[src/include/lcd_macros.svh]
// lcd controller constants for panel opcodes, host register map and bus phase timing
`ifndef LCD_MACROS_SVH
`define LCD_MACROS_SVH

// panel opcodes
`define LCD_OP_ID1      8'hDA
`define LCD_OP_ID2      8'hDB
`define LCD_OP_ID3      8'hDC
`define LCD_OP_SCAN     8'h36
`define LCD_OP_COL      8'h2A
`define LCD_OP_PAGE     8'h2B
`define LCD_OP_WCOLOR   8'h2C
`define LCD_OP_RCOLOR   8'h2E

// coordinate select for column/page commands
`define LCD_FN_START    8'h00
`define LCD_FN_END      8'h02

// host register offsets
`define LCD_REG_CMD     32'h0000_0000
`define LCD_REG_SIZE    32'h0000_0004

// beat phase lengths in pclk cycles
`define LCD_STROBE_CYCLES  2
`define LCD_RECOVER_CYCLES 2

`endif

[src/hw/lcd_bus_pkg.sv]
// panel bus types for the lcd controller: bus word and decoder-to-bus beat
`default_nettype none

package lcd_bus_pkg;

    // 16-bit parallel data bus of the panel
    typedef logic [15:0] bus_word_t;

    // one panel access
    // rd 1 reads the panel, rd 0 writes word
    // rs 0 marks an instruction, rs 1 a data beat
    typedef struct packed {
        logic      rd;
        logic      rs;
        bus_word_t word;
    } lcd_beat_t;

endpackage

`default_nettype wire

[src/hw/lcd_cmd_pkg.sv]
// host command types for the lcd controller: command word fields and register bus
`default_nettype none

package lcd_cmd_pkg;

    // command word fields
    typedef logic [7:0]  opcode_t;
    typedef logic [7:0]  func_t;
    typedef logic [15:0] param_t;

    // host command word, opcode in the top byte
    typedef struct packed {
        opcode_t opcode;
        func_t   func;
        param_t  param;
    } lcd_cmd_t;

    // number of colour data beats in one fill
    typedef logic [31:0] pixel_count_t;

    // host register bus
    typedef logic [31:0] host_addr_t;
    typedef logic [31:0] host_data_t;

endpackage

`default_nettype wire

[src/hw/lcd_bus_if.sv]
// lcd panel bus stage: 8080-style strobe timing per beat and read data capture
`timescale 1ns/1ps
`default_nettype none

`include "lcd_macros.svh"

module lcd_bus_if (
    input  logic                   pclk,
    input  logic                   rst_n,
    // from decoder
    input  logic                   beat_start_i,
    input  lcd_bus_pkg::lcd_beat_t beat_i,
    output logic                   beat_done_o,
    // read data
    output lcd_bus_pkg::bus_word_t rdata_o,
    output logic                   rdata_valid_o,
    // panel pins
    output logic                   lcd_cs_n_o,
    output logic                   lcd_rs_o,
    output logic                   lcd_wr_n_o,
    output logic                   lcd_rd_n_o,
    output lcd_bus_pkg::bus_word_t lcd_db_o,
    output logic                   lcd_db_oe_o,
    input  lcd_bus_pkg::bus_word_t lcd_db_i
);
    import lcd_bus_pkg::*;

    typedef enum logic [1:0] {
        IDLE,
        STROBE,
        RECOVER
    } phase_t;

    phase_t     phase_q;
    logic [3:0] cnt_q;
    lcd_beat_t  beat_q;
    logic       strobe_last;
    logic       recover_last;

    assign strobe_last  = (phase_q == STROBE) && (cnt_q == 4'(`LCD_STROBE_CYCLES - 1));
    assign recover_last = (phase_q == RECOVER) && (cnt_q == 4'(`LCD_RECOVER_CYCLES - 1));

    always_ff @(posedge pclk) begin
        if (!rst_n) begin
            phase_q <= IDLE;
            cnt_q   <= '0;
        end else begin
            case (phase_q)
                IDLE: begin
                    if (beat_start_i) begin
                        phase_q <= STROBE;
                        cnt_q   <= '0;
                    end
                end
                STROBE: begin
                    if (strobe_last) begin
                        phase_q <= RECOVER;
                        cnt_q   <= '0;
                    end else begin
                        cnt_q <= cnt_q + 4'd1;
                    end
                end
                RECOVER: begin
                    if (recover_last) begin
                        phase_q <= IDLE;
                        cnt_q   <= '0;
                    end else begin
                        cnt_q <= cnt_q + 4'd1;
                    end
                end
                default: phase_q <= IDLE;
            endcase
        end
    end

    always_ff @(posedge pclk) begin
        if (phase_q == IDLE && beat_start_i) begin
            beat_q <= beat_i;
        end
        // panel data is settled by the end of the low phase
        if (strobe_last && beat_q.rd) begin
            rdata_o <= lcd_db_i;
        end
    end

    assign beat_done_o   = recover_last;
    assign rdata_valid_o = recover_last && beat_q.rd;

    // chip select spans both phases of the beat
    assign lcd_cs_n_o  = (phase_q == IDLE);
    assign lcd_rs_o    = beat_q.rs;
    assign lcd_wr_n_o  = !((phase_q == STROBE) && !beat_q.rd);
    assign lcd_rd_n_o  = !((phase_q == STROBE) && beat_q.rd);
    assign lcd_db_o    = beat_q.word;
    assign lcd_db_oe_o = (phase_q != IDLE) && !beat_q.rd;

endmodule

`default_nettype wire

[src/hw/lcd_id.sv]
// lcd instruction decoder that expands one host command into its panel beat sequence
`timescale 1ns/1ps
`default_nettype none

`include "lcd_macros.svh"

module lcd_id (
    input  logic                      pclk,
    input  logic                      rst_n,
    // from register front end
    input  logic                      cmd_valid_i,
    input  lcd_cmd_pkg::lcd_cmd_t     cmd_i,
    input  lcd_cmd_pkg::pixel_count_t pix_count_i,
    output logic                      cmd_ready_o,
    // to bus stage
    output logic                      beat_start_o,
    output lcd_bus_pkg::lcd_beat_t    beat_o,
    input  logic                      beat_done_i
);
    import lcd_cmd_pkg::*;
    import lcd_bus_pkg::*;

    typedef enum logic [3:0] {
        IDLE,
        ID_INST,
        ID_READ,
        SCAN_INST,
        SCAN_DATA,
        COORD_INST_HI,
        COORD_DATA_HI,
        COORD_INST_LO,
        COORD_DATA_LO,
        COLOR_INST,
        COLOR_DATA,
        RCOLOR_INST,
        RCOLOR_READ
    } state_t;

    state_t       state_q;
    state_t       state_d;
    lcd_cmd_t     cmd_q;
    pixel_count_t pix_q;
    pixel_count_t fill_cnt;
    pixel_count_t fill_next;
    logic         coord_fn_ok;
    logic         launch;

    assign cmd_ready_o = (state_q == IDLE);
    assign fill_next   = fill_cnt + pixel_count_t'(1);
    assign coord_fn_ok = (cmd_i.func == `LCD_FN_START) || (cmd_i.func == `LCD_FN_END);

    always_comb begin
        state_d = state_q;
        case (state_q)
            IDLE: begin
                if (cmd_valid_i) begin
                    case (cmd_i.opcode)
                        `LCD_OP_ID1, `LCD_OP_ID2, `LCD_OP_ID3: state_d = ID_INST;
                        `LCD_OP_SCAN:   state_d = SCAN_INST;
                        `LCD_OP_COL, `LCD_OP_PAGE: begin
                            // bad function code leaves us idle
                            if (coord_fn_ok) begin
                                state_d = COORD_INST_HI;
                            end
                        end
                        `LCD_OP_WCOLOR: state_d = COLOR_INST;
                        `LCD_OP_RCOLOR: state_d = RCOLOR_INST;
                        default:        state_d = IDLE;
                    endcase
                end
            end
            ID_INST:       if (beat_done_i) state_d = ID_READ;
            ID_READ:       if (beat_done_i) state_d = IDLE;
            SCAN_INST:     if (beat_done_i) state_d = SCAN_DATA;
            SCAN_DATA:     if (beat_done_i) state_d = IDLE;
            COORD_INST_HI: if (beat_done_i) state_d = COORD_DATA_HI;
            COORD_DATA_HI: if (beat_done_i) state_d = COORD_INST_LO;
            COORD_INST_LO: if (beat_done_i) state_d = COORD_DATA_LO;
            COORD_DATA_LO: if (beat_done_i) state_d = IDLE;
            COLOR_INST: begin
                if (beat_done_i) begin
                    state_d = (pix_q == '0) ? IDLE : COLOR_DATA;
                end
            end
            COLOR_DATA: begin
                if (beat_done_i && fill_next == pix_q) begin
                    state_d = IDLE;
                end
            end
            RCOLOR_INST:   if (beat_done_i) state_d = RCOLOR_READ;
            RCOLOR_READ:   if (beat_done_i) state_d = IDLE;
            default:       state_d = IDLE;
        endcase
    end

    // new beat after a command arrives or after each done, unless finished
    assign launch = (state_d != IDLE) && ((state_q == IDLE) || beat_done_i);

    always_ff @(posedge pclk) begin
        if (!rst_n) begin
            state_q      <= IDLE;
            beat_start_o <= 1'b0;
            fill_cnt     <= '0;
        end else begin
            state_q      <= state_d;
            beat_start_o <= launch;
            if (state_q == COLOR_INST) begin
                fill_cnt <= '0;
            end else if (state_q == COLOR_DATA && beat_done_i) begin
                fill_cnt <= fill_next;
            end
        end
    end

    always_ff @(posedge pclk) begin
        if (state_q == IDLE && cmd_valid_i) begin
            cmd_q <= cmd_i;
            pix_q <= pix_count_i;
        end
    end

    // beat word follows the current state, so it holds until done
    always_comb begin
        beat_o = '{rd: 1'b0, rs: 1'b0, word: bus_word_t'({cmd_q.opcode, 8'h00})};
        case (state_q)
            ID_READ, RCOLOR_READ: begin
                beat_o = '{rd: 1'b1, rs: 1'b1, word: '0};
            end
            SCAN_DATA, COLOR_DATA: begin
                beat_o.rs   = 1'b1;
                beat_o.word = cmd_q.param;
            end
            COORD_INST_HI: begin
                beat_o.word = {cmd_q.opcode, cmd_q.func};
            end
            COORD_DATA_HI: begin
                beat_o.rs   = 1'b1;
                beat_o.word = {8'h00, cmd_q.param[15:8]};
            end
            // low half uses the odd function code
            COORD_INST_LO: begin
                beat_o.word = {cmd_q.opcode, cmd_q.func[7:1], 1'b1};
            end
            COORD_DATA_LO: begin
                beat_o.rs   = 1'b1;
                beat_o.word = {8'h00, cmd_q.param[7:0]};
            end
            default: begin
            end
        endcase
    end

endmodule

`default_nettype wire

[src/hw/lcd_reg_front.sv]
// lcd host register front end: size register, command issue and dropped-write flag
`timescale 1ns/1ps
`default_nettype none

`include "lcd_macros.svh"

module lcd_reg_front (
    input  logic                      pclk,
    input  logic                      rst_n,
    // host register port
    input  logic                      host_we_i,
    input  lcd_cmd_pkg::host_addr_t   host_addr_i,
    input  lcd_cmd_pkg::host_data_t   host_wdata_i,
    // decoder side
    input  logic                      cmd_ready_i,
    output logic                      cmd_valid_o,
    output lcd_cmd_pkg::lcd_cmd_t     cmd_o,
    output lcd_cmd_pkg::pixel_count_t pix_count_o,
    // status
    output logic                      ready_o,
    output logic                      drop_o
);
    import lcd_cmd_pkg::*;

    logic cmd_wr;
    logic size_wr;
    logic accept;

    assign cmd_wr  = host_we_i && (host_addr_i == `LCD_REG_CMD);
    assign size_wr = host_we_i && (host_addr_i == `LCD_REG_SIZE);

    // busy as soon as a command is in flight to the decoder
    assign ready_o = cmd_ready_i && !cmd_valid_o;
    assign accept  = cmd_wr && ready_o;

    always_ff @(posedge pclk) begin
        if (!rst_n) begin
            cmd_valid_o <= 1'b0;
            drop_o      <= 1'b0;
            pix_count_o <= '0;
        end else begin
            cmd_valid_o <= accept;
            // sticky until reset
            if (cmd_wr && !ready_o) begin
                drop_o <= 1'b1;
            end
            if (size_wr) begin
                pix_count_o <= pixel_count_t'(host_wdata_i);
            end
        end
    end

    always_ff @(posedge pclk) begin
        if (accept) begin
            cmd_o <= lcd_cmd_t'(host_wdata_i);
        end
    end

endmodule

`default_nettype wire

[src/hw/lcd_top.sv]
// lcd controller top: host register front end, instruction decoder and panel bus stage
`timescale 1ns/1ps
`default_nettype none

module lcd_top (
    input  logic                    pclk,
    input  logic                    rst_n,
    // host port
    input  logic                    host_we_i,
    input  lcd_cmd_pkg::host_addr_t host_addr_i,
    input  lcd_cmd_pkg::host_data_t host_wdata_i,
    output logic                    ready_o,
    output logic                    drop_o,
    output lcd_bus_pkg::bus_word_t  rdata_o,
    output logic                    rdata_valid_o,
    // panel pins
    output logic                    lcd_cs_n_o,
    output logic                    lcd_rs_o,
    output logic                    lcd_wr_n_o,
    output logic                    lcd_rd_n_o,
    output lcd_bus_pkg::bus_word_t  lcd_db_o,
    output logic                    lcd_db_oe_o,
    input  lcd_bus_pkg::bus_word_t  lcd_db_i
);
    import lcd_cmd_pkg::*;
    import lcd_bus_pkg::*;

    logic         cmd_valid;
    lcd_cmd_t     cmd;
    pixel_count_t pix_count;
    logic         cmd_ready;
    logic         beat_start;
    lcd_beat_t    beat;
    logic         beat_done;

    lcd_reg_front u_reg_front (
        .pclk         (pclk),
        .rst_n        (rst_n),
        .host_we_i    (host_we_i),
        .host_addr_i  (host_addr_i),
        .host_wdata_i (host_wdata_i),
        .cmd_ready_i  (cmd_ready),
        .cmd_valid_o  (cmd_valid),
        .cmd_o        (cmd),
        .pix_count_o  (pix_count),
        .ready_o      (ready_o),
        .drop_o       (drop_o)
    );

    lcd_id u_id (
        .pclk         (pclk),
        .rst_n        (rst_n),
        .cmd_valid_i  (cmd_valid),
        .cmd_i        (cmd),
        .pix_count_i  (pix_count),
        .cmd_ready_o  (cmd_ready),
        .beat_start_o (beat_start),
        .beat_o       (beat),
        .beat_done_i  (beat_done)
    );

    lcd_bus_if u_bus_if (
        .pclk          (pclk),
        .rst_n         (rst_n),
        .beat_start_i  (beat_start),
        .beat_i        (beat),
        .beat_done_o   (beat_done),
        .rdata_o       (rdata_o),
        .rdata_valid_o (rdata_valid_o),
        .lcd_cs_n_o    (lcd_cs_n_o),
        .lcd_rs_o      (lcd_rs_o),
        .lcd_wr_n_o    (lcd_wr_n_o),
        .lcd_rd_n_o    (lcd_rd_n_o),
        .lcd_db_o      (lcd_db_o),
        .lcd_db_oe_o   (lcd_db_oe_o),
        .lcd_db_i      (lcd_db_i)
    );

endmodule

`default_nettype wire

[config.mk]
export PLATFORM = sky130hd
export DESIGN_NAME = lcd_top
export DESIGN_NICKNAME = d
export VERILOG_FILES = /design/src/hw/lcd_bus_pkg.sv /design/src/hw/lcd_cmd_pkg.sv /design/src/hw/lcd_bus_if.sv /design/src/hw/lcd_id.sv /design/src/hw/lcd_reg_front.sv /design/src/hw/lcd_top.sv
export VERILOG_INCLUDE_DIRS = /design/src /design/src/include
export SDC_FILE = /design/constraint.sdc
export NUM_CORES = 1
export LEC_CHECK = 0
export ABC_CLOCK_PERIOD_IN_PS = 6500
export BUFFER_PORTS_ARGS = -buffer_cell sky130_fd_sc_hd__buf_2
export CORE_ASPECT_RATIO = 1.75
export CORE_MARGIN = 5
export CORE_UTILIZATION = 45
export CTS_CLUSTER_SIZE = 24
export DETAILED_ROUTE_END_ITERATION = 16
export PLACE_DENSITY = 0.66
export SYNTH_ARGS = -nofsm -noshare
export SYNTH_HDL_FRONTEND = slang
export SYNTH_SLANG_ARGS = --single-unit
[constraint.sdc]
create_clock -name pclk -period 6.5 [get_ports pclk]
set_input_delay 1.3 -clock pclk [delete_from_list [all_inputs] [get_ports pclk]]
set_output_delay 1.3 -clock pclk [all_outputs]
set_load 0.01 [all_outputs]
==> reports/metrics.yaml, run 1 <==
place:
  placed_cell_area_mm2: 0.0100
  port-buffer-count: 122
  hpwl_um: 16700
  place_worst_setup_slack_ps: 3360
  place.gp.congestion: 0.907
clocking:
  clock_latency_ps: 490
  cts.root.buffer_cell: "sky130_fd_sc_hd__clkbuf_16"
  cts_repair_resize_count: 0
  cts-root-to-sink-buffers: 3
  cts_hold_buffers: 0
  postCtsSetupRepairBufs: 0
  clkSlewWorstSetupHoldPaths_ps: 70
  clock-sinks: 207
  h-tree-depth: 1
  tritoncts.num_buffers: 20
  cts_tree: "yes"
pwr:
  p_int_w: 0.00205
  power_switching_share_pct: 19.8
  power.switching_w: 0.000507
  vdd_ir_drop_max_uv: 150
  p_clk_share_pct: 44.2
  pd_cells_mw_per_mm2: 239
  pwr-share-comb_pct: 1.7
  total_leakage_power_nw: 3.87
  seq_power_share_pct: 54.1
sta:
  timing.clock.skew_ps: 10.6
  postLayoutSetupSlackWorst_ps: 3130
  period_needed_ps: 3370
  worst_pin_slew_ps: 1160
  finalSetupViolCount: 0
  grt_setup_unrepaired: "no"
  setup_tns_ps: 0
  slew_headroom_pct: 22.6
  final-hold-violation-count: 0
  timing.fmax_mhz: 297
  finalMaxSlewViolations: 0
  layout_worst_path_cycle_share_pct: 51.8
hold_path:
  worst_hold_endpoint: "u_id.cmd_q[11]"
  hold_path_depth: 0
  hold_path.startpoint: "u_reg_front.cmd_o[11]"
  hp-class: "flip-flop to flip-flop"
setup_path:
  path_max_fanout: 26
  arrival_ps: 2070
  setup.worst_path.end_class: "primary output"
  timing.critical_path.cells: "nor4_1, buf_4, nor2b_1, buf_2"
  r2r_end: "u_id.beat_start_o"
  timing_worst_setup_path_type: "flip-flop to primary output"
  worstPathBufferInverterCount: 2
  reg2reg_from: "u_id.state_q[1]"
  timing.critical_path.required_ps: 5200
  worst_path_largest_cell_delay_ps: 590
  reg2reg_slack_ps: 3430
  worstSetupStartpointType: "flip-flop"
  reg2reg_depth: 10
  top_delay_family_on_crit_path: "simple AND/OR/NAND/NOR gates"
  crit_slowest_cell: "sky130_fd_sc_hd__dfxtp_1"
yosys:
  synth_sequential_area_ratio_pct: 58.3
  synth.top_cells.by_count: "sky130_fd_sc_hd__edfxtp_1, sky130_fd_sc_hd__nor2_1, sky130_fd_sc_hd__dfxtp_1"
  ys_warn_count: 0
  count_of_different_cell_masters_after_synthesis: 65
  synth.avg_cell_area_um2: 11.4
  syn-num-nets: 914
  synth_area_leader_cell: "sky130_fd_sc_hd__edfxtp_1"
  dominantRegCellSynth: "sky130_fd_sc_hd__edfxtp_1"
  synth.top_cells.by_area: "sky130_fd_sc_hd__edfxtp_1, sky130_fd_sc_hd__dfxtp_1, sky130_fd_sc_hd__xnor2_1"
  synth.most_common_cell: "sky130_fd_sc_hd__edfxtp_1"
  synth_top_cell_area_share_pct: 41.8
  flop_and_latch_count_out_of_synthesis: 207
  synthArstFlopShare_pct: 0
  synth_cells: 822
  syn-cell-area_mm2: 0.00934
  synth-edff-count: 130
routing:
  dr_total_vias: 6534
  drc: 0
  routed_wire_length_per_instance_um: 19.0
  drt_first_pass_iters: 7
  routed_via_density: 5.54
  drt_wl_total_um: 22400
  drt_iter0_drc: 459
  drtAntennaViolNets: 0
floorplan:
  core_mm2: 0.0204
  starting_density_of_the_core_pct: 45.8
  die_h_um: 201
  die_area_mm2: 0.0239
  chipWidth_um: 119
  io_pins: 123
  std_cell_rows: 69
layout:
  area_growth_pct: 14.4
  insertedDiodeCount: 0
  nNetsFinal: 1009
  drive_above_1_share_pct: 18.7
  fin_util_pct: 52.4
  fin_area_mm2: 0.0107
outcome:
  status: "finished, final reports clean"
grt:
  grt.total_usage_pct: 18.5
  grt_pass1_wl_um: 35300
  number_of_antenna_violations_at_the_first_check_in_global_routing: 0
  grt.overflow.total: 0
  largest_net_degree_at_the_start_of_global_routing: 50
  grt_pass1_vias: 6684
flow_run:
  timing.max_cap.violations: 0
power by group through the flow:
stage	Combinational (W)	Clock (W)	Sequential, W
finish	0.0000442	0.00113	0.00138
global route	0.0000478	0.00122	0.00138
CTS	0.0000447	0.00116	0.00138
detailed placement	0.0000446	0	0.00141
global placement	0.0000440	0	0.00141
floorplan	0.00000829	0	0.00141
cell type report:
type                    count  area, µm²
inverters                  17       63.8
clock buffers              26        554
repair buffers            129        663
multi-input cells         542       3560
clock inverters            10       87.6
fillers                  1822       9690
flip-flops and latches    207       5450
well taps                 248        310
registers in the layout, summed over array words and instances, names as in the netlist:
name / cells
u_bus_if.phase_q: 2
u_id.fill_cnt: 32
u_id.state_q: 4
u_reg_front.cmd_valid_o: 1
u_id.pix_q: 32
u_bus_if.rdata_o: 16
u_bus_if.beat_q: 1
u_bus_if.lcd_rs_o: 1
u_reg_front.pix_count_o: 32
u_id.cmd_q: 32
u_bus_if.lcd_db_o: 16
u_bus_if.cnt_q: 4
u_reg_front.drop_o: 1
u_id.beat_start_o: 1
u_reg_front.cmd_o: 32
worst reg2reg max path: stages, from the launching register on:
cell	delay, ps
sky130_fd_sc_hd__dfxtp_1	590
sky130_fd_sc_hd__nor4_1	390
sky130_fd_sc_hd__buf_4	190
sky130_fd_sc_hd__nand2_1	100
sky130_fd_sc_hd__inv_2	340
sky130_fd_sc_hd__buf_4	600
sky130_fd_sc_hd__nand3_1	160
sky130_fd_sc_hd__o32ai_1	260
sky130_fd_sc_hd__nor2_1	70
sky130_fd_sc_hd__a41o_1	250
sky130_fd_sc_hd__nand2_1	70
through the flow:
step	hold slack (ps)	power [W]	instances
2_1_floorplan	400	0.00142	822
3_3_place_gp	403	0.00146	1143
3_5_place_dp	405	0.00146	1143
4_1_cts	422	0.00259	1179
5_1_grt	427	0.00265	1179
6_report	420	0.00256	1179
routing by layer:
layer / track usage (%) / vias up / wire (µm)
met4: 8.58 / 0 / 889
li1: - / 3199 / -
met1: 19.2 / 3129 / 8180
met2: 35.7 / 157 / 12500
met5: 0 / - / 0
met3: 2.76 / 49 / 908
how the worst max path moves through the flow:
stage                               start                     endpoint  depth (start not counted)  slack [ps]
after floorplan           host_addr_i[24]         u_reg_front.cmd_o[0]                          4        3350
after global placement    host_addr_i[19]  u_reg_front.pix_count_o[11]                          7        3440
after detailed placement  host_addr_i[19]   u_reg_front.pix_count_o[1]                          7        3360
after CTS                 u_id.state_q[1]                      ready_o                          4        3120
after global routing      u_id.state_q[1]                      ready_o                          4        2890
final                     u_id.state_q[1]                      ready_o                          4        3130
cells by family (layout without fill, tap and decap cells):
| logic type | after synthesis | after routing | share of synthesized area [%] |
|---|---|---|---|
| flops | 207 | 207 | 58.3 |
| simple gates | 317 | 317 | 18.0 |
| compound gates | 111 | 111 | 8.47 |
| fa+ha+maj | 9 | 9 | 1.21 |
| buf+inv | 73 | 182 | 3.67 |
| mux | 36 | 36 | 3.86 |
| xor+xnor | 69 | 69 | 6.47 |
placed cells by master (no fill, tap or decap), types with 26 or more instances in the layout:
master,Yosys,layout
sky130_fd_sc_hd__xnor2_1,45,45
sky130_fd_sc_hd__nand2_1,39,39
sky130_fd_sc_hd__dfxtp_1,77,77
sky130_fd_sc_hd__mux2i_1,36,36
sky130_fd_sc_hd__buf_2,7,122
sky130_fd_sc_hd__a21oi_1,31,31
sky130_fd_sc_hd__nor4_1,27,27
sky130_fd_sc_hd__nor2_1,103,103
sky130_fd_sc_hd__edfxtp_1,130,130
sky130_fd_sc_hd__nor3_1,27,26
(Power assumes the default switching activity.)
==> run 2, diff against run 1 <==
Settings changed: ABC_CLOCK_PERIOD_IN_PS 6500 to 2900, PLACE_DENSITY 0.66 to 0.68.
Clock period 6.5 ns to 2.9 ns, I/O delays scaled along.
==> run 2 against run 1 <==
Net effect: critical path depth grew 4; clock power grew 140%; global-route usage grew 0.53 points; die area is the same; final area grew 2.5%; total power grew 130%; combinational power grew 120%; worst hold slack lost 170 ps; clock skew grew 7.1 ps; non-clock buffer count grew 26; sequential share of layout area shrank 1.2 points; routed wire length grew 3.6%; largest cell class unchanged; largest power group unchanged.
==> reports/metrics.yaml, run 2 (synthesized netlist as in run 1, its figures left out) <==
sta:
  period_needed_ps: 2730
  timing.clock.skew_ps: 17.8
  final-hold-violation-count: 0
  timing.fmax_mhz: 367
  finalMaxSlewViolations: 0
  setup_tns_ps: 0
  slew_headroom_pct: 47.5
  finalSetupViolCount: 0
  worst_pin_slew_ps: 788
  layout_worst_path_cycle_share_pct: 94.0
  grt_setup_unrepaired: "no"
setup_path:
  arrival_ps: 3110
  setup.worst_path.end_class: "flip-flop"
  timing_worst_setup_path_type: "flip-flop to flip-flop"
  reg2reg_depth: 8
  timing.critical_path.required_ps: 3280
  worstSetupStartpointType: "flip-flop"
  path_max_fanout: 8
layout:
  layout.cells.most_common_list: "sky130_fd_sc_hd__edfxtp_1, sky130_fd_sc_hd__buf_2, sky130_fd_sc_hd__nor2_1"
  drive_above_1_share_pct: 21.1
  stdcell_count: 1205
  area_growth_pct: 17.2
  insertedDiodeCount: 0
  mostFrequentLayoutCell: "sky130_fd_sc_hd__edfxtp_1"
  nNetsFinal: 1035
clocking:
  h-tree-depth: 1
  cts-root-to-sink-buffers: 3
  clkSlewWorstSetupHoldPaths_ps: 70
  tritoncts.num_buffers: 20
  cts.root.buffer_cell: "sky130_fd_sc_hd__clkbuf_16"
  clock-sinks: 207
  clock_latency_ps: 500
  postCtsSetupRepairBufs: 0
  cts_tree: "yes"
  cts_hold_buffers: 0
flow_run:
  timing.max_cap.violations: 0
outcome:
  status: "finished, final reports clean"
grt:
  grt_pass1_vias: 6700
  number_of_antenna_violations_at_the_first_check_in_global_routing: 0
  largest_net_degree_at_the_start_of_global_routing: 45
  grt_util_met1_pct: 19.3
  grtUsageMet2_pct: 37.1
  grt.overflow.total: 0
  grt.total_usage_pct: 19.0
  grt_pass1_wl_um: 35900
  grt.met3_usage_pct: 2.79
  busiest_layer: "met2"
place:
  port-buffer-count: 122
  place_inst: 1169
  hpwl_um: 17900
  place.gp.congestion: 0.986
pwr:
  power.switching_w: 0.00115
  vdd_ir_drop_max_uv: 308
  seq_power_share_pct: 52.8
  pwr-share-comb_pct: 1.6
  pd_cells_mw_per_mm2: 537
  total_leakage_power_nw: 4.02
  p_int_w: 0.00473
  p_clk_share_pct: 45.6
  power_switching_share_pct: 19.6
routing:
  drt_iter0_drc: 494
  routed_via_density: 5.58
  drtAntennaViolNets: 0
  dr_total_vias: 6723
  routed_wire_length_per_instance_um: 19.3
  drt_wl_total_um: 23300
  drt_first_pass_iters: 5
  drc: 0
floorplan:
  core_mm2: 0.0204
  die_area_mm2: 0.0239
  std_cell_rows: 69
  die_h_um: 201
  chipWidth_um: 119
  starting_density_of_the_core_pct: 45.8
  io_pins: 123
hold_path:
  hp-class: "input pin to flip-flop"
  hold_path_depth: 1
-- run 2: cell count changes in the layout (fill, tap and decap cells not counted), moves of 2 or more --
| cell | delta |
|---|---|
| sky130_fd_sc_hd__buf_4 | +25 |
| sky130_fd_sc_hd__clkinvlp_4 | +3 |
| sky130_fd_sc_hd__bufinv_16 | +2 |
| sky130_fd_sc_hd__clkinv_1 | -2 |
-- run 2: power groups by stage --
stage / registers [W] / clock network, W / logic (W)
after floorplan: 0.00317 / 0 / 0.0000186
after global placement: 0.00317 / 0 / 0.0000969
after detailed placement: 0.00317 / 0 / 0.0000978
after CTS: 0.00310 / 0.00275 / 0.0000978
after global routing: 0.00310 / 0.00287 / 0.000105
final: 0.00310 / 0.00268 / 0.0000962
-- run 2: stage by stage --
stage | utilization [%] | worst slack [ps] | hold slack [ps] | cell area [µm²] | power [W]
after floorplan | - | 425 | 400 | 9350 | 0.00319
after global placement | 50.3 | 273 | 404 | 10300 | 0.00326
after detailed placement | 50.3 | 175 | 405 | 10300 | 0.00327
after CTS | 53.7 | 158 | 232 | 10900 | 0.00595
after global routing | 53.7 | 6.52 | 231 | 10900 | 0.00607
final | 53.7 | 175 | 246 | 10900 | 0.00588
-- run 2: timing repair --
action	in CTS	in global routing
endpoints found under the hold margin	0	0
setup endpoints to repair	0	2
gates resized for setup	0	2
-- run 2: metal layers --
layer / part of all wire [%] / wire length [µm] / up-vias
met5: 0 / 0 / -
met4: 4.8 / 1120 / 0
met3: 4.1 / 943 / 61
met2: 55 / 12800 / 203
met1: 36 / 8380 / 3199
li1: - / - / 3260
-- run 2: final cells by class --
cell class | instances | area, µm²
Inverter | 17 | 67.6
Sequential cell | 207 | 5450
Clock buffer | 25 | 529
Tap cell | 248 | 310
Timing Repair Buffer | 155 | 871
Clock inverter | 11 | 155
Multi-Input combinational cell | 542 | 3570
Fill cell | 1775 | 9430
-- run 2: worst max-delay path, stage by stage (launching register included) --
cell and delay, ps:
sky130_fd_sc_hd__dfxtp_1 500, sky130_fd_sc_hd__nand4_2 330, sky130_fd_sc_hd__nor4_4 480, sky130_fd_sc_hd__nand3_1 150, sky130_fd_sc_hd__a221o_1 360, sky130_fd_sc_hd__nor4_1 400
sky130_fd_sc_hd__nand4b_1 180, sky130_fd_sc_hd__o2111ai_1 120, sky130_fd_sc_hd__nand2_1 70
-- run 2: path summary, 6_finish.rpt --
kind	startpoint	to	slack [ps]
hold / removal	lcd_db_i[3]	u_bus_if.rdata_o[3]	250
setup / recovery	u_id.fill_cnt[2]	u_id.beat_start_o	170
setup reg to reg	u_id.fill_cnt[2]	u_id.beat_start_o	170
hold reg to reg	u_reg_front.cmd_o[12]	u_id.cmd_q[12]	420
==> run 3, diff against run 2 <==
Settings changed: ABC_CLOCK_PERIOD_IN_PS 2900 to 3300, PLACE_DENSITY 0.68 to 0.66.
Clock period 2.9 ns to 3.3 ns, I/O delays scaled along.
==> run 3 against run 2 <==
Net effect: clock power fell by 5%; critical endpoint is now u_id.state_q[3]; largest cell class unchanged; sequential power shrank 12%; critical path type unchanged; sequential share of layout area grew 0.22 points.
==> reports/metrics.yaml, run 3 (synthesized netlist as in run 1, its figures left out) <==
setup_path:
  worstSetupEndpoint: "u_id.state_q[3]"
  timing.critical_path.cells: "ha_1, nand3_1, nor3_1, or4b_1, a2111oi_4, nand4b_1, nand3_1, o21ai_1"
  cpMostUsedCell: "sky130_fd_sc_hd__nand3_1"
  r2r_end: "u_id.state_q[3]"
  top_delay_family_on_crit_path: "simple AND/OR/NAND/NOR gates"
  reg2reg_slack_ps: 470
  worst_path_largest_cell_delay_ps: 560
  path_max_fanout: 8
  setup.worst_path.end_class: "flip-flop"
  cp.depth: 8
  critical_path.startpoint: "u_id.fill_cnt[0]"
  reg2reg_depth: 8
  reg2reg_from: "u_id.fill_cnt[0]"
  timing_worst_setup_path_type: "flip-flop to flip-flop"
  arrival_ps: 3200
  timing.critical_path.required_ps: 3670
  worstPathBufferInverterCount: 0
  worstSetupStartpointType: "flip-flop"
  crit_slowest_cell: "sky130_fd_sc_hd__or4b_1"
floorplan:
  die_h_um: 201
  io_pins: 123
  die_area_mm2: 0.0239
  core_mm2: 0.0204
  starting_density_of_the_core_pct: 45.8
  std_cell_rows: 69
  chipWidth_um: 119
sta:
  finalMaxSlewViolations: 0
  timing.fmax_mhz: 353
  timing.clock.skew_ps: 9.30
  period_needed_ps: 2830
  grt_setup_unrepaired: "no"
  worst_pin_slew_ps: 771
  layout_worst_path_cycle_share_pct: 85.9
  finalSetupViolCount: 0
  slew_headroom_pct: 48.6
  setup_tns_ps: 0
  holdWs_ps: 349
  final-hold-violation-count: 0
place:
  hpwl_um: 17200
  port-buffer-count: 122
  place.gp.congestion: 0.950
clocking:
  clock-sinks: 207
  tritoncts.num_buffers: 20
  clkSlewWorstSetupHoldPaths_ps: 70
  postCtsSetupRepairBufs: 0
  cts.root.buffer_cell: "sky130_fd_sc_hd__clkbuf_16"
  clock_latency_ps: 490
  cts_repair_resize_count: 0
  h-tree-depth: 1
  cts_tree: "yes"
  cts_hold_buffers: 0
  cts-root-to-sink-buffers: 3
pwr:
  pd_cells_mw_per_mm2: 492
  pwr-share-comb_pct: 1.6
  p_int_w: 0.00434
  total_leakage_power_nw: 3.99
  p_clk_share_pct: 47.6
  overall_power_w: 0.00536
  power.switching_w: 0.00102
  power_switching_share_pct: 19.0
  vdd_ir_drop_max_uv: 264
  seq_power_share_pct: 50.8
hold_path:
  hp-class: "input pin to flip-flop"
grt:
  largest_net_degree_at_the_start_of_global_routing: 46
  grt.total_usage_pct: 18.6
  grt_pass1_vias: 6604
  number_of_antenna_violations_at_the_first_check_in_global_routing: 0
  grt.overflow.total: 0
  grt_pass1_wl_um: 35500
layout:
  mostFrequentLayoutCell: "sky130_fd_sc_hd__edfxtp_1"
  drive_above_1_share_pct: 20.2
  layout.cells.most_common_list: "sky130_fd_sc_hd__edfxtp_1, sky130_fd_sc_hd__buf_2, sky130_fd_sc_hd__nor2_1"
  fin_util_pct: 53.5
  layout.filler_cells: 1801
  nNetsFinal: 1022
  area_growth_pct: 16.7
  insertedDiodeCount: 0
routing:
  routed_via_density: 5.61
  drt_first_pass_iters: 5
  drtAntennaViolNets: 0
  drt_wl_total_um: 22800
  drc: 0
  routed_wire_length_per_instance_um: 19.1
  drt_iter0_drc: 482
  dr_total_vias: 6690
flow_run:
  timing.max_cap.violations: 0
outcome:
  status: "finished, final reports clean"
[run 3: how the worst min path moves through the flow]
stage	slack (ps)	depth (start not counted)	to	from
after global placement	400	0	u_id.cmd_q[13]	u_reg_front.cmd_o[13]
after global routing	330	1	u_bus_if.rdata_o[15]	lcd_db_i[15]
after CTS	330	1	u_bus_if.rdata_o[3]	lcd_db_i[3]
after detailed placement	400	0	u_id.cmd_q[13]	u_reg_front.cmd_o[13]
after floorplan	400	0	u_id.cmd_q[0]	u_reg_front.cmd_o[0]
final	350	1	u_bus_if.rdata_o[3]	lcd_db_i[3]
[run 3: power groups by stage]
stage | logic, W | registers (W) | clock network, W
after floorplan | 0.0000163 | 0.00278 | 0
final | 0.0000862 | 0.00273 | 0.00255
after detailed placement | 0.0000883 | 0.00278 | 0
after CTS | 0.0000884 | 0.00273 | 0.00260
after global placement | 0.0000865 | 0.00278 | 0
after global routing | 0.0000949 | 0.00272 | 0.00271
[run 3: per-stage QoR]
stage,setup WS [ps],instance area [µm²],instances
after floorplan,249,9340,822
after global placement,620,10200,1156
after detailed placement,546,10200,1156
after CTS,474,10900,1192
after global routing,288,10900,1192
final,466,10900,1192
[run 3: cell type report]
cell class | instances | area [µm²] | area share, %
Sequential cell | 207 | 5450 | 50.0
Multi-Input combinational cell | 542 | 3560 | 32.6
Timing Repair Buffer | 142 | 773 | 7.09
Clock buffer | 26 | 586 | 5.37
Tap cell | 248 | 310 | 2.85
Clock inverter | 10 | 163 | 1.49
Inverter | 17 | 63.8 | 0.585
[run 3: routing by layer]
layer / up-vias / part of all wire, % / GRT usage (%) / wire length [µm]
met1: 3178 / 36 / 19.6 / 8220
met5: - / 0 / 0 / 0
li1: 3225 / - / - / -
met3: 71 / 5.0 / 3.07 / 1130
met2: 216 / 54 / 35.1 / 12200
met4: 0 / 5.2 / 9.20 / 1180
